==> config.mk <==
export PLATFORM = sky130hd
export DESIGN_NAME = zports_top
export DESIGN_NICKNAME = d
export VERILOG_FILES = /design/src/rtl/zcfg_pkg.sv /design/src/rtl/zport_pkg.sv /design/src/rtl/zports_top.sv /design/src/rtl/read_mux.sv /design/src/rtl/ulaplus_ctrl.sv /design/src/rtl/config_regs.sv /design/src/rtl/port_decode.sv /design/src/rtl/bus_strobe.sv
export SDC_FILE = /design/constraint.sdc
export NUM_CORES = 1
export LEC_CHECK = 0
export BUFFER_PORTS_ARGS = -buffer_cell sky130_fd_sc_hd__buf_2
export CELL_PAD_IN_SITES_DETAIL_PLACEMENT = 1
export CELL_PAD_IN_SITES_GLOBAL_PLACEMENT = 1
export CORE_MARGIN = 1.5
export CORE_UTILIZATION = 36
export DETAILED_ROUTE_END_ITERATION = 16
export GPL_TIMING_DRIVEN = 0
export HOLD_SLACK_MARGIN = 0.03
export PLACE_DENSITY_LB_ADDON = 0.2
export SYNTH_ARGS = -nofsm -noshare
export SYNTH_HDL_FRONTEND = slang
export SYNTH_SLANG_ARGS = --single-unit
==> constraint.sdc <==
create_clock -name fclk -period 2.05 [get_ports fclk]
set_input_delay 0.205 -clock fclk [delete_from_list [all_inputs] [get_ports fclk]]
set_output_delay 0.205 -clock fclk [all_outputs]
set_load 0.03 [all_outputs]
==> src/rtl/zcfg_pkg.sv <==
/*
 Layout of the config registers: field positions, readback indices
 of port BE and the ULAplus mode encoding.
*/
`default_nettype none

package zcfg_pkg;

	typedef logic [3:0] border_t;   // border colour, top bit from ~a3
	typedef logic [5:0] page_t;     // 1M page number
	typedef logic [4:0] be_index_t; // a[12:8] on BE reads

	////////////////////
	// BF bits
	localparam int bf_shadow = 0;
	localparam int bf_romrw  = 1;
	localparam int bf_fntw   = 2;
	localparam int bf_nmi    = 3;
	localparam int bf_brk    = 4;

	// EFF7 and 7FFD bits
	localparam int eff7_block1m = 2; // also blocks 7FFD[7:5]
	localparam int eff7_ram0    = 3;
	localparam int eff7_glu     = 7; // gluclock enable, stored only
	localparam int p7ffd_lock   = 5; // 48k lock, only with block1m

	////////////////////
	// BE readback
	localparam be_index_t be_p7ffd   = 5'h0A;
	localparam be_index_t be_peff7   = 5'h0B;
	localparam be_index_t be_border  = 5'h0F;
	localparam be_index_t be_brk_lo  = 5'h10;
	localparam be_index_t be_brk_hi  = 5'h11;

	typedef enum logic {up_mode_ctrl, up_mode_pal} up_mode_t;

endpackage

`default_nettype wire

==> src/rtl/zport_pkg.sv <==
/*
 Z80 bus widths and the I/O port map of the port block.
 Shared by the decode, the read path and the testbench.
*/
`default_nettype none

package zport_pkg;

	typedef logic [15:0] addr_t; // full z80 address
	typedef logic [7:0]  data_t; // one data byte
	typedef logic [7:0]  loa_t;  // low address byte, the port number

	////////////////////
	// port numbers

	localparam loa_t port_fe      = 8'hFE; // keyboard, tape, border, beeper
	localparam loa_t port_f6      = 8'hF6; // alias of FE without beeper
	localparam loa_t port_fd      = 8'hFD; // 7FFD paging when a15 low
	localparam loa_t port_f7      = 8'hF7; // EFF7 extended config
	localparam loa_t port_kjoy    = 8'h1F; // kempston joystick
	localparam loa_t port_kmouse  = 8'hDF; // kempston mouse

	localparam loa_t port_zxevbf  = 8'hBF; // config write/read
	localparam loa_t port_zxevbe  = 8'hBE; // readback, nmi end
	localparam loa_t port_zxevbrk = 8'hBD; // breakpoint address
	localparam loa_t port_ulaplus = 8'h3B; // ulaplus control/data

endpackage

`default_nettype wire
==> src/rtl/zports_top.sv <==
/*
 Z80 i/o port block top: bus strobes, port decode, config registers,
 ULAplus control and the read multiplexer.
*/
`timescale 1ns/1ps
`default_nettype none

module zports_top (
	input  wire logic              fclk,
	input  wire logic              rst_n,
	input  wire logic              zpos,
	input  wire logic              dos,
	input  wire zport_pkg::addr_t  a,
	input  wire zport_pkg::data_t  din,
	input  wire logic              iorq_n,
	input  wire logic              rd_n,
	input  wire logic              wr_n,
	input  wire logic [4:0]        keys_in,
	input  wire logic [4:0]        kj_in,
	input  wire zport_pkg::data_t  mus_in,
	input  wire logic              tape_read,
	output zport_pkg::data_t       dout,
	output logic                   dataout,
	output logic                   porthit,
	output zcfg_pkg::border_t      border,
	output zport_pkg::data_t       p7ffd,
	output zport_pkg::data_t       peff7,
	output zcfg_pkg::page_t        pent1m_page,
	output logic                   pent1m_rom,
	output logic                   pent1m_1m_on,
	output logic                   pent1m_ram0_0,
	output logic                   romrw_en,
	output logic                   font_wr_en,
	output logic                   set_nmi,
	output logic                   brk_ena,
	output zport_pkg::addr_t       brk_addr,
	output logic                   clr_nmi,
	output logic                   beeper_wr,
	output logic                   up_ena,
	output zcfg_pkg::page_t        up_paladdr,
	output zport_pkg::data_t       up_paldata,
	output logic                   up_palwr
);
	import zport_pkg::*;

	logic  port_wr;
	logic  port_rd;
	logic  shadow;
	logic  fe_wr;
	logic  p7ffd_wr;
	logic  eff7_wr;
	logic  bf_wr;
	logic  brk_wr;
	logic  up_wr;
	data_t p7ffd_raw; // for BE readback
	data_t peff7_raw;
	data_t up_last;

	bus_strobe u_strobe (
		.fclk, .rst_n, .zpos, .iorq_n, .rd_n, .wr_n,
		.port_wr, .port_rd
	);

	port_decode u_decode (
		.a, .shadow, .port_wr, .porthit, .fe_wr, .beeper_wr, .p7ffd_wr,
		.eff7_wr, .bf_wr, .be_wr(clr_nmi), .brk_wr, .up_wr
	);

	config_regs u_regs (
		.fclk, .rst_n, .dos, .a, .din, .fe_wr, .p7ffd_wr, .eff7_wr, .bf_wr,
		.brk_wr, .shadow, .romrw_en, .font_wr_en, .set_nmi, .brk_ena, .border,
		.p7ffd_raw, .peff7_raw, .p7ffd, .peff7, .brk_addr, .pent1m_page,
		.pent1m_rom, .pent1m_1m_on, .pent1m_ram0_0
	);

	ulaplus_ctrl u_ulaplus (
		.fclk, .rst_n, .a, .din, .up_wr, .up_ena, .up_paladdr, .up_paldata,
		.up_last, .up_palwr
	);

	read_mux u_rdmux (
		.a, .shadow, .iorq_n, .rd_n, .porthit, .tape_read, .keys_in, .kj_in,
		.mus_in, .romrw_en, .font_wr_en, .set_nmi, .brk_ena, .border,
		.p7ffd_raw, .peff7_raw, .brk_addr, .up_last, .dout, .dataout
	);

	// strobe lands while the z80 still holds the read cycle
	a_rd_in_cycle: assert property (@(posedge fclk) disable iff (!rst_n)
		port_rd |-> (!iorq_n && !rd_n));

endmodule

`default_nettype wire

==> src/rtl/read_mux.sv <==
/*
 Read data for the z80: per-port byte select and BE readback.
 Purely combinational, dataout enables the bus driver.
*/
`timescale 1ns/1ps
`default_nettype none

module read_mux (
	input  wire zport_pkg::addr_t  a,
	input  wire logic              shadow,
	input  wire logic              iorq_n,
	input  wire logic              rd_n,
	input  wire logic              porthit,
	input  wire logic              tape_read,
	input  wire logic [4:0]        keys_in,
	input  wire logic [4:0]        kj_in,
	input  wire zport_pkg::data_t  mus_in,
	input  wire logic              romrw_en,
	input  wire logic              font_wr_en,
	input  wire logic              set_nmi,
	input  wire logic              brk_ena,
	input  wire zcfg_pkg::border_t border,
	input  wire zport_pkg::data_t  p7ffd_raw,
	input  wire zport_pkg::data_t  peff7_raw,
	input  wire zport_pkg::addr_t  brk_addr,
	input  wire zport_pkg::data_t  up_last,
	output zport_pkg::data_t       dout,
	output logic                   dataout
);
	import zport_pkg::*;
	import zcfg_pkg::*;

	loa_t      loa;
	be_index_t be_idx;
	data_t     be_data;

	assign loa    = a[7:0];
	assign be_idx = a[12:8];

	// BE readback
	always_comb
	begin
		case (be_idx)
			be_p7ffd:  be_data = p7ffd_raw; // unmasked
			be_peff7:  be_data = peff7_raw;
			be_border: be_data = {4'hF, border};
			be_brk_lo: be_data = brk_addr[7:0];
			be_brk_hi: be_data = brk_addr[15:8];
			default:   be_data = 8'hFF;
		endcase
	end

	always_comb
	begin
		case (loa)
			port_fe, port_f6: dout = {1'b1, tape_read, 1'b0, keys_in};
			port_kjoy:        dout = shadow ? 8'hFF : {3'b000, kj_in}; // disk port in shadow
			port_kmouse:      dout = mus_in;
			port_zxevbf:      dout = {3'b000, brk_ena, set_nmi, font_wr_en, romrw_en, shadow};
			port_zxevbe:      dout = be_data;
			port_ulaplus:     dout = up_last;
			default:          dout = 8'hFF; // open bus
		endcase
	end

	assign dataout = porthit & ~iorq_n & ~rd_n;

endmodule

`default_nettype wire

==> src/rtl/ulaplus_ctrl.sv <==
/*
 ULAplus port 3B: register select in a14 low, data in a14 high.
 Produces the palette write strobe and the enable flag.
*/
`timescale 1ns/1ps
`default_nettype none

module ulaplus_ctrl (
	input  wire logic             fclk,
	input  wire logic             rst_n,
	input  wire zport_pkg::addr_t a,
	input  wire zport_pkg::data_t din,
	input  wire logic             up_wr,
	output logic                  up_ena,
	output zcfg_pkg::page_t       up_paladdr,
	output zport_pkg::data_t      up_paldata,
	output zport_pkg::data_t      up_last,
	output logic                  up_palwr
);
	import zcfg_pkg::*;

	up_mode_t up_mode;
	logic     sel_wr; // register select
	logic     dat_wr; // data

	assign sel_wr = up_wr && !a[14];
	assign dat_wr = up_wr && a[14];

	// mode group in din[7:6], 1x reserved
	always_ff @(posedge fclk or negedge rst_n)
	begin
		if (!rst_n)
			up_mode <= up_mode_ctrl;
		else if (sel_wr && (din[7:6] == 2'b01))
			up_mode <= up_mode_pal;
		else if (sel_wr && (din[7:6] == 2'b00))
			up_mode <= up_mode_ctrl;
	end

	always_ff @(posedge fclk)
	begin
		if (sel_wr && (din[7:6] == 2'b00))
			up_paladdr <= din[5:0];
		if (dat_wr)
			up_last <= din; // read back on 3B
	end

	always_ff @(posedge fclk or negedge rst_n)
	begin
		if (!rst_n)
			up_ena <= 1'b0;
		else if (dat_wr && (up_mode == up_mode_ctrl))
			up_ena <= din[0];
	end

	assign up_palwr   = dat_wr && (up_mode == up_mode_pal);
	assign up_paldata = {din[4:2], din[7:5], din[1:0]}; // G3R3B2 to R3G3B2

endmodule

`default_nettype wire

==> src/rtl/config_regs.sv <==
/*
 Paging, extended config, BF config, border and breakpoint registers.
 Written on the decode strobes. Also derives the pent1m paging outputs.
*/
`timescale 1ns/1ps
`default_nettype none

module config_regs (
	input  wire logic             fclk,
	input  wire logic             rst_n,
	input  wire logic             dos,
	input  wire zport_pkg::addr_t a,
	input  wire zport_pkg::data_t din,
	input  wire logic             fe_wr,
	input  wire logic             p7ffd_wr,
	input  wire logic             eff7_wr,
	input  wire logic             bf_wr,
	input  wire logic             brk_wr,
	output logic                  shadow,
	output logic                  romrw_en,
	output logic                  font_wr_en,
	output logic                  set_nmi,
	output logic                  brk_ena,
	output zcfg_pkg::border_t     border,
	output zport_pkg::data_t      p7ffd_raw,
	output zport_pkg::data_t      peff7_raw,
	output zport_pkg::data_t      p7ffd,
	output zport_pkg::data_t      peff7,
	output zport_pkg::addr_t      brk_addr,
	output zcfg_pkg::page_t       pent1m_page,
	output logic                  pent1m_rom,
	output logic                  pent1m_1m_on,
	output logic                  pent1m_ram0_0
);
	import zport_pkg::*;
	import zcfg_pkg::*;

	logic shadow_en; // BF bit 0
	logic block1m;
	logic block7ffd;

	assign block1m   = peff7_raw[eff7_block1m];
	assign block7ffd = p7ffd_raw[p7ffd_lock] & block1m; // 48k lock

	////////////////////
	// paging ports
	always_ff @(posedge fclk or negedge rst_n)
	begin
		if (!rst_n)
		begin
			p7ffd_raw <= '0;
			peff7_raw <= '0;
		end
		else
		begin
			if (p7ffd_wr && !block7ffd)
				p7ffd_raw <= din; // 2..0 page, 3 screen, 4 rom, 7..5 hi page
			if (eff7_wr)
				peff7_raw <= din;
		end
	end

	// BF config
	always_ff @(posedge fclk or negedge rst_n)
	begin
		if (!rst_n)
		begin
			shadow_en  <= 1'b0;
			romrw_en   <= 1'b0;
			font_wr_en <= 1'b0;
			set_nmi    <= 1'b0;
			brk_ena    <= 1'b0;
		end
		else if (bf_wr)
		begin
			shadow_en  <= din[bf_shadow];
			romrw_en   <= din[bf_romrw];
			font_wr_en <= din[bf_fntw];
			set_nmi    <= din[bf_nmi];
			brk_ena    <= din[bf_brk];
		end
	end

	// border and breakpoint
	always_ff @(posedge fclk)
	begin
		if (fe_wr)
			border <= {~a[3], din[2:0]}; // bright from ~a3
		if (brk_wr)
		begin
			if (a[8])
				brk_addr[15:8] <= din;
			else
				brk_addr[7:0] <= din;
		end
	end

	assign shadow = dos | shadow_en;

	////////////////////
	// 128k view of the paging outputs while block1m
	assign p7ffd = {(block1m ? 3'b000 : p7ffd_raw[7:5]), p7ffd_raw[4:0]};
	assign peff7 = block1m ? (peff7_raw & 8'b1011_0001) : peff7_raw; // drop 6,3,2,1

	assign pent1m_page   = {p7ffd_raw[7:5], p7ffd_raw[2:0]};
	assign pent1m_rom    = p7ffd_raw[4];
	assign pent1m_1m_on  = ~peff7_raw[eff7_block1m];
	assign pent1m_ram0_0 = peff7_raw[eff7_ram0];

endmodule

`default_nettype wire

==> src/rtl/port_decode.sv <==
/*
 Port map decode that makes the bus hit flag and the per-port
 write strobes from the fclk write pulse.
*/
`timescale 1ns/1ps
`default_nettype none

module port_decode (
	input  wire zport_pkg::addr_t a,
	input  wire logic             shadow,
	input  wire logic             port_wr,
	output logic                  porthit,
	output logic                  fe_wr,
	output logic                  beeper_wr,
	output logic                  p7ffd_wr,
	output logic                  eff7_wr,
	output logic                  bf_wr,
	output logic                  be_wr,
	output logic                  brk_wr,
	output logic                  up_wr
);
	import zport_pkg::*;

	loa_t loa;

	assign loa = a[7:0];

	// ports answered by this block
	always_comb
	begin
		porthit = (loa == port_fe) || (loa == port_f6) || (loa == port_fd) ||
		          (loa == port_kmouse) ||
		          ((loa == port_kjoy) && !shadow) || // 1F is the disk port in shadow
		          ((loa == port_f7) && !shadow) ||
		          (loa == port_zxevbf) || (loa == port_zxevbe) ||
		          (loa == port_zxevbrk) || (loa == port_ulaplus);
	end

	////////////////////
	// write strobes

	assign fe_wr     = port_wr && ((loa == port_fe) || (loa == port_f6));
	assign beeper_wr = port_wr && (loa == port_fe); // F6 is silent
	assign p7ffd_wr  = port_wr && (loa == port_fd) && !a[15]; // a15 high is AY
	// xEF7 only as a12 high is the gluclock space
	assign eff7_wr   = port_wr && (loa == port_f7) && a[8] && !a[12] && !shadow;
	assign bf_wr     = port_wr && (loa == port_zxevbf);
	assign be_wr     = port_wr && (loa == port_zxevbe);
	assign brk_wr    = port_wr && (loa == port_zxevbrk);
	assign up_wr     = port_wr && (loa == port_ulaplus);

endmodule

`default_nettype wire

==> src/rtl/bus_strobe.sv <==
/*
 Turns z80 i/o read and write cycles into single fclk pulses.
 Control lines are sampled only on zpos.
*/
`timescale 1ns/1ps
`default_nettype none

module bus_strobe (
	input  wire logic fclk,
	input  wire logic rst_n,
	input  wire logic zpos,
	input  wire logic iorq_n,
	input  wire logic rd_n,
	input  wire logic wr_n,
	output logic      port_wr,
	output logic      port_rd
);

	logic       wr_smp; // io write seen on last zpos
	logic       rd_smp;
	logic [1:0] wr_dly; // fclk-delayed copies
	logic [1:0] rd_dly;

	// sample at z80 clock rate
	always_ff @(posedge fclk or negedge rst_n)
	begin
		if (!rst_n)
		begin
			wr_smp <= 1'b0;
			rd_smp <= 1'b0;
		end
		else if (zpos)
		begin
			wr_smp <= ~(iorq_n | wr_n);
			rd_smp <= ~(iorq_n | rd_n);
		end
	end

	// rising edge of the sample, two edges late
	always_ff @(posedge fclk or negedge rst_n)
	begin
		if (!rst_n)
		begin
			wr_dly  <= 2'b00;
			rd_dly  <= 2'b00;
			port_wr <= 1'b0;
			port_rd <= 1'b0;
		end
		else
		begin
			wr_dly  <= {wr_dly[0], wr_smp};
			rd_dly  <= {rd_dly[0], rd_smp};
			port_wr <= wr_dly[0] & ~wr_dly[1]; // one cycle only
			port_rd <= rd_dly[0] & ~rd_dly[1];
		end
	end

	// z80 never reads and writes in one io cycle
	a_no_rd_wr: assert property (@(posedge fclk) disable iff (!rst_n)
		!(port_wr && port_rd));

endmodule

`default_nettype wire

# [Word level (Yosys, flattened, before mapping)]
# Index checks and enable logic that the tools add are counted.
[word_totals] ff_bits=61 output_inout_bits=77 latch_bits=0 word_cells=94 memories=0 rom_bits=0 ramBits=0
[classes] n_reduce_logical=40 magnitude_cmp=0 n_eq_ne=16 muxes=7 n_bitwise=14 n_mul=0 add_sub_neg=0 shift=0 div=0
[ops] op="$eq A8 B8 Y1 const B" count=8
[ops] op="$pmux W8 S6" count=1
[ops] op="$pmux W8 S5" count=1
[ops] op="$logic_and A1 B1 Y1" count=21
[ops] op="$eq A5 B4 Y1 const B" count=3
[ops] op="$eq A5 B5 Y1 const B" count=2
[ops] op="$logic_or A1 B1 Y1" count=9
[ops] op="$eq A8 B5 Y1 const B" count=1
[ops] op="$eq A8 B6 Y1 const B" count=1
[ops] op="$mux W8" count=1
[ops] op="$not A1 Y1" count=8
[ops] op="$mux W7" count=1
[ops] op="$logic_not A1 Y1" count=5
[ops] op="$and A1 B1 Y1" count=4
[ops] op="$reduce_and A2 Y1" count=2
[ops] op="$mux W3" count=1
[ops] op="$eq A2 B1 Y1 const B" count=1
[ops] op="$logic_not A2 Y1" count=1
[ops] op="$mux W1" count=2
[ops] op="$or A1 B1 Y1" count=2
[ops] op="$reduce_bool A2 Y1" count=1
[ops] op="$reduce_or A2 Y1" count=1

# [Depth between registers and ports, before layout]
[depth] word_depth=12 mapped_depth=6

# [Cells and area by module]
# A second synthesis with hierarchy kept.
[hier_totals] cells_unflattened=293 area_unflattened_um2=3545.9
[modules_own_cells] mod="config_regs" instances=1 area_per_inst_um2=1602.8 cells_per_inst=97
[modules_own_cells] mod="read_mux" instances=1 area_per_inst_um2=898.4 cells_per_inst=120
[modules_own_cells] mod="ulaplus_ctrl" instances=1 area_per_inst_um2=595.6 cells_per_inst=31
[modules_own_cells] mod="bus_strobe" instances=1 area_per_inst_um2=242.7 cells_per_inst=14
[modules_own_cells] mod="port_decode" instances=1 area_per_inst_um2=206.4 cells_per_inst=31

# [Least setup slack after synthesis]
# Ideal clock, no wire load.
[synth_path] path_kind="input-to-output" from="in a[6]" to="out dataout" required_time_ps=1845 arrival_time_ps=2429 slack_ps=-584 path_stages=6 cell_sequence="clkbuf_1 > nor4_1 > clkbuf_1 > or2_1 > a2111o_1 > nor3b_1"
[synth_via] elab_chain_cells=12
[synth_lines] item="start: declaration" line_no="zports_top.sv:13" rtl="input wire zport_pkg::addr_t a,"
[synth_lines] item="$eq A8 B8 Y1" line_no="port_decode.sv:31" rtl="porthit = (loa == port_fe) || (loa == port_f6) || (loa == port_fd) ||"
[synth_lines] item="$logic_or A1 B1 Y1 (3 in a row)" line_no="port_decode.sv:31"
[synth_lines] item="$logic_or A1 B1 Y1" line_no="port_decode.sv:32" rtl="(loa == port_kmouse) ||"
[synth_lines] item="$logic_or A1 B1 Y1" line_no="port_decode.sv:33" rtl="((loa == port_kjoy) && !shadow) ||"
[synth_lines] item="$logic_or A1 B1 Y1" line_no="port_decode.sv:34" rtl="((loa == port_f7) && !shadow) ||"
[synth_lines] item="$logic_or A1 B1 Y1 (2 in a row)" line_no="port_decode.sv:35" rtl="(loa == port_zxevbf) || (loa == port_zxevbe) ||"
[synth_lines] item="$logic_or A1 B1 Y1 (*)" line_no="port_decode.sv:36" rtl="(loa == port_zxevbrk) || (loa == port_ulaplus);"
[synth_lines] item="net porthit" line_no="zports_top.sv:24" rtl="output logic porthit,"
[synth_lines] item="$and A1 B1 Y1 (*) (2 in a row)" line_no="read_mux.sv:66" rtl="assign dataout = porthit & ~iorq_n & ~rd_n;"
[synth_lines] item="end: declaration" line_no="zports_top.sv:23" rtl="output logic dataout,"
# Mark *: on every way through the listed nets, which the timed path passes. The rest lies on a longest branch.

# [Worst setup path in the final report]
[layout_path] from="reg u_regs.peff7_raw[2]" to="out dout[2]"
[layout_via] elab_chain_cells=2
[layout_lines] item="start: declaration" line_no="config_regs.sv:26" rtl="output zport_pkg::data_t peff7_raw,"
[layout_lines] item="start signal: assignment" line_no="config_regs.sv:59" rtl="peff7_raw <= din;"
[layout_lines] item="$pmux W8 S5" line_no="read_mux.sv:43" rtl="case (be_idx)"
[layout_lines] item="$pmux W8 S6" line_no="read_mux.sv:55" rtl="case (loa)"
[layout_lines] item="end: declaration" line_no="zports_top.sv:22" rtl="output zport_pkg::data_t dout,"
# Every way passes these cells.

==> results.py <==
metrics = {
    "power": {
        "combPwrFrac_pct": 11.6,
        "clkPwrFrac_pct": 40.2,
        "p_switching_uw": 659,
        "power_density_mw_per_mm2": 600,
        "seqPwrFrac_pct": 48.3,
        "p_leak_uw": 0.00209,
        "p_int_uw": 2080,
        "power_switching_share_pct": 24.1,
        "vdd_ir_drop_max_mv": 0.370,
    },
    "setup_path": {
        "slowest_stage": "or4_1",
        "max_stage_delay_ns": 0.44,
        "rr_worst_depth": 4,
        "critPathMaxFanout": 2,
        "required_ns": 1.85,
        "r2r_end": "u_regs.peff7_raw[4]",
        "rrSetupSlack_ns": 0.10,
        "timing.rr.start": "u_regs.shadow_en",
        "crit_path_cell_trace": "mux2i_1 -> nor2_1 -> a21oi_1 -> a31oi_2 -> or4_1 -> buf_6",
        "startpoint_type": "flop",
        "critPathKind": "flop to output pin",
        "crit_family": "simple AND/OR/NAND/NOR gates",
        "cp_num_buf_inv": 1,
        "worstSetupEndpointType": "output pin",
        "cp.arrival_ns": 1.89,
    },
    "timing": {
        "rsz0062_at_grt": "true",
        "maxSlewViolCount": 0,
        "setup_viol": 6,
        "fin_skew_ns": 0.00789,
        "hold_violations": 0,
        "fmax_ghz": 0.477,
        "finalWorstSetupSlack_ns": -0.0472,
        "fin_crit_ns": 2.10,
        "fin_crit_sh_pct": 102,
        "worst_pin_slew_ns": 0.825,
        "maxSlewHeadroom_pct": 44.8,
        "hold_ws_ns": 0.122,
    },
    "clock_network": {
        "clkLatencyLatePin_ns": 0.34,
        "root_buffer": "clkbuf_8",
        "cts_max_path_buffers": 2,
        "cts_sinks": 61,
        "cts_buffers": 9,
        "htree_num_levels": 3,
        "cts_tree": "yes",
        "clkTransAtPathRegs_ns": 0.07,
    },
    "die": {
        "pin_count": 127,
        "die_w_microns": 94.5,
        "coreArea_sq_mm": 0.00818,
        "num_rows": 33,
        "initial_utilization_pct": 36.9,
        "fp.dieArea_sq_mm": 0.00893,
        "die_y_microns": 94.5,
    },
    "detailed_routing": {
        "vias": 2671,
        "dr.pass1.iters": 4,
        "finalWirelength_microns": 10100,
        "routed.top_layer": "met4",
        "drc_errors": 0,
        "routedWlPerCell_microns": 19.7,
        "wl_met2_microns": 5270,
        "drt_iter0_drc": 116,
        "drtAntennaViolNets": 0,
        "wl_met3_microns": 476,
        "vias_per_cell": 5.21,
        "wl_met1_microns": 4250,
    },
    "layout": {
        "finalNetCount": 453,
        "syn_to_final_growth_pct": 51.2,
        "utilization_pct": 55.7,
        "drive_gt1_share_pct": 59.6,
        "nFillCells": 902,
        "diodes": 0,
    },
    "synth": {
        "synth_edf_count": 34,
        "yosysUniqueCellTypes": 44,
        "syn_area_sq_mm": 0.00301,
        "yosysMostFrequentCell": "edfxtp_1",
        "ys_ff_latch": 61,
        "syn_avg_cell_area_sq_um": 12.2,
        "syn-instance-count": 247,
        "synth_ff_type": "edfxtp_1",
        "synth_top_cell_by_area": "edfxtp_1",
        "ys_warn_count": 0,
        "synth_nets": 297,
        "ys_seq_area_share_pct": 56.3,
        "async_flop_share_pct": 44.3,
        "synth_top_area_share_pct": 33.9,
        "synth_area_leaders": "edfxtp_1 34%, dfrtp_1 22%, mux2_2 7.5%, buf_4 4.2%, a22oi_1 4.0%",
        "synthTopCellsByCount": "34 x edfxtp_1, 27 x dfrtp_1, 20 x mux2_2",
    },
    "global_routing": {
        "gr-total-overflow": 0,
        "grt_max_degree": 28,
        "antenna_found_initial": 0,
        "grt_pass1_wl_microns": 14900,
        "grt_pass1_vias": 2789,
        "grt_usage_pct": 23.2,
    },
    "status": {
        "status": "finished, violations left",
        "violations": "negative setup slack",
    },
    "place": {
        "pre_cts_slack_ns": -0.767,
        "dpl.hpwl_microns": 6980,
        "io_buffers": 122,
        "routabilityCongestion": 0.797,
    },
    "worst_hold_path": {
        "hold_class": "input pin to flop",
        "min_from": "zpos",
        "holdPathEnd": "u_strobe.wr_smp",
        "hold_path_depth": 2,
    },
    "run": {
        "maxCapViolCount": 0,
    },
}
## worst max path at each step
| stage | start | endpoint | slack, ns | cells after the start |
|---|---|---|---|---|
| 3_5_place_dp | a[10] | dout[0] | -0.77 | 6 |
| 5_1_grt | u_regs.peff7_raw[2] | dout[2] | -0.09 | 6 |
| 3_3_place_gp | a[10] | dout[0] | -0.77 | 6 |
| 6_report | u_regs.peff7_raw[2] | dout[2] | -0.05 | 6 |
| 4_1_cts | u_regs.border[3] | dout[3] | -0.05 | 6 |
| 2_1_floorplan | a[6] | dout[0] | -0.04 | 5 |
## cell type report
class	instances	area (sq um)	share of cell area [%]
timing repair buffer	149	956	21.0
buffer	20	165	3.62
sequential	61	1700	37.3
inverter	4	15.0	0.329
clock inverter	3	45.0	0.988
multi-input combinational	158	1390	30.5
clock buffer	13	159	3.49
tap	105	131	2.88
## placed cells by master, fill, tap and decap left out, drive strengths merged, types with 8 or more instances in the layout
cell type	synthesis	layout
nor2	19	19
dfrtp	27	27
mux2	23	23
a31oi	8	8
clkbuf	5	15
buf	19	166
a22oi	16	16
nor2b	11	11
edfxtp	34	34
## per-stage QoR
| step | power (uW) | cells | TNS, ns | area (sq um) |
|---|---|---|---|---|
| 6_report | 2730 | 513 | -0.106 | 4560 |
| 5_1_grt | 2820 | 513 | -0.477 | 4560 |
| 4_1_cts | 2740 | 510 | -0.106 | 4440 |
| 3_5_place_dp | 1580 | 474 | -8.63 | 3780 |
| 3_3_place_gp | 1570 | 474 | -7.90 | 3780 |
| 2_1_floorplan | 1450 | 247 | -0.205 | 3040 |
## registers in the layout (all words and copies together) (netlist names)
register and flops:
u_ulaplus.up_last 8, u_strobe.port_wr 1, u_ulaplus.up_mode 1, u_regs.shadow_en 1, u_strobe.wr_dly 2, u_strobe.wr_smp 1, u_regs.brk_ena 1, u_regs.p7ffd_raw 8
u_regs.peff7_raw 8, u_regs.romrw_en 1, u_ulaplus.up_ena 1, u_regs.border 4, u_regs.set_nmi 1, u_regs.brk_addr 16, u_regs.font_wr_en 1, u_ulaplus.up_paladdr 6
## logic make-up (layout without fill, tap and decap cells)
group | after synthesis | in the layout | synth area share (%)
simple gates | 80 | 80 | 16.3
flops | 61 | 61 | 56.3
compound gates | 50 | 50 | 11.7
buf+inv | 28 | 189 | 5.65
mux | 27 | 27 | 9.93
other cells | 1 | 1 | 0.124
## power by group through the flow
| stage | combinational, uW | sequential [uW] | clock, uW |
|---|---|---|---|
| after floorplan | 103 | 1350 | 0 |
| after global placement | 229 | 1340 | 0 |
| after detailed placement | 234 | 1350 | 0 |
| after CTS | 301 | 1320 | 1120 |
| after global routing | 336 | 1320 | 1170 |
| final | 317 | 1320 | 1100 |
## timing repair
action,in CTS,in global routing
endpoints found under the setup margin,18,16
gates resized for setup,66,29
pin swaps,17,15
hold buffers,1,0
setup buffers,22,4
hold endpoints to repair,27,0
## per-layer routing
metal	GRT usage [%]	vias to the layer above
li1	-	1237
met1	27.7	1341
met2	41.0	82
met3	5.15	11
met4	8.33	0
met5	0	-
(Power assumes the default switching activity.)
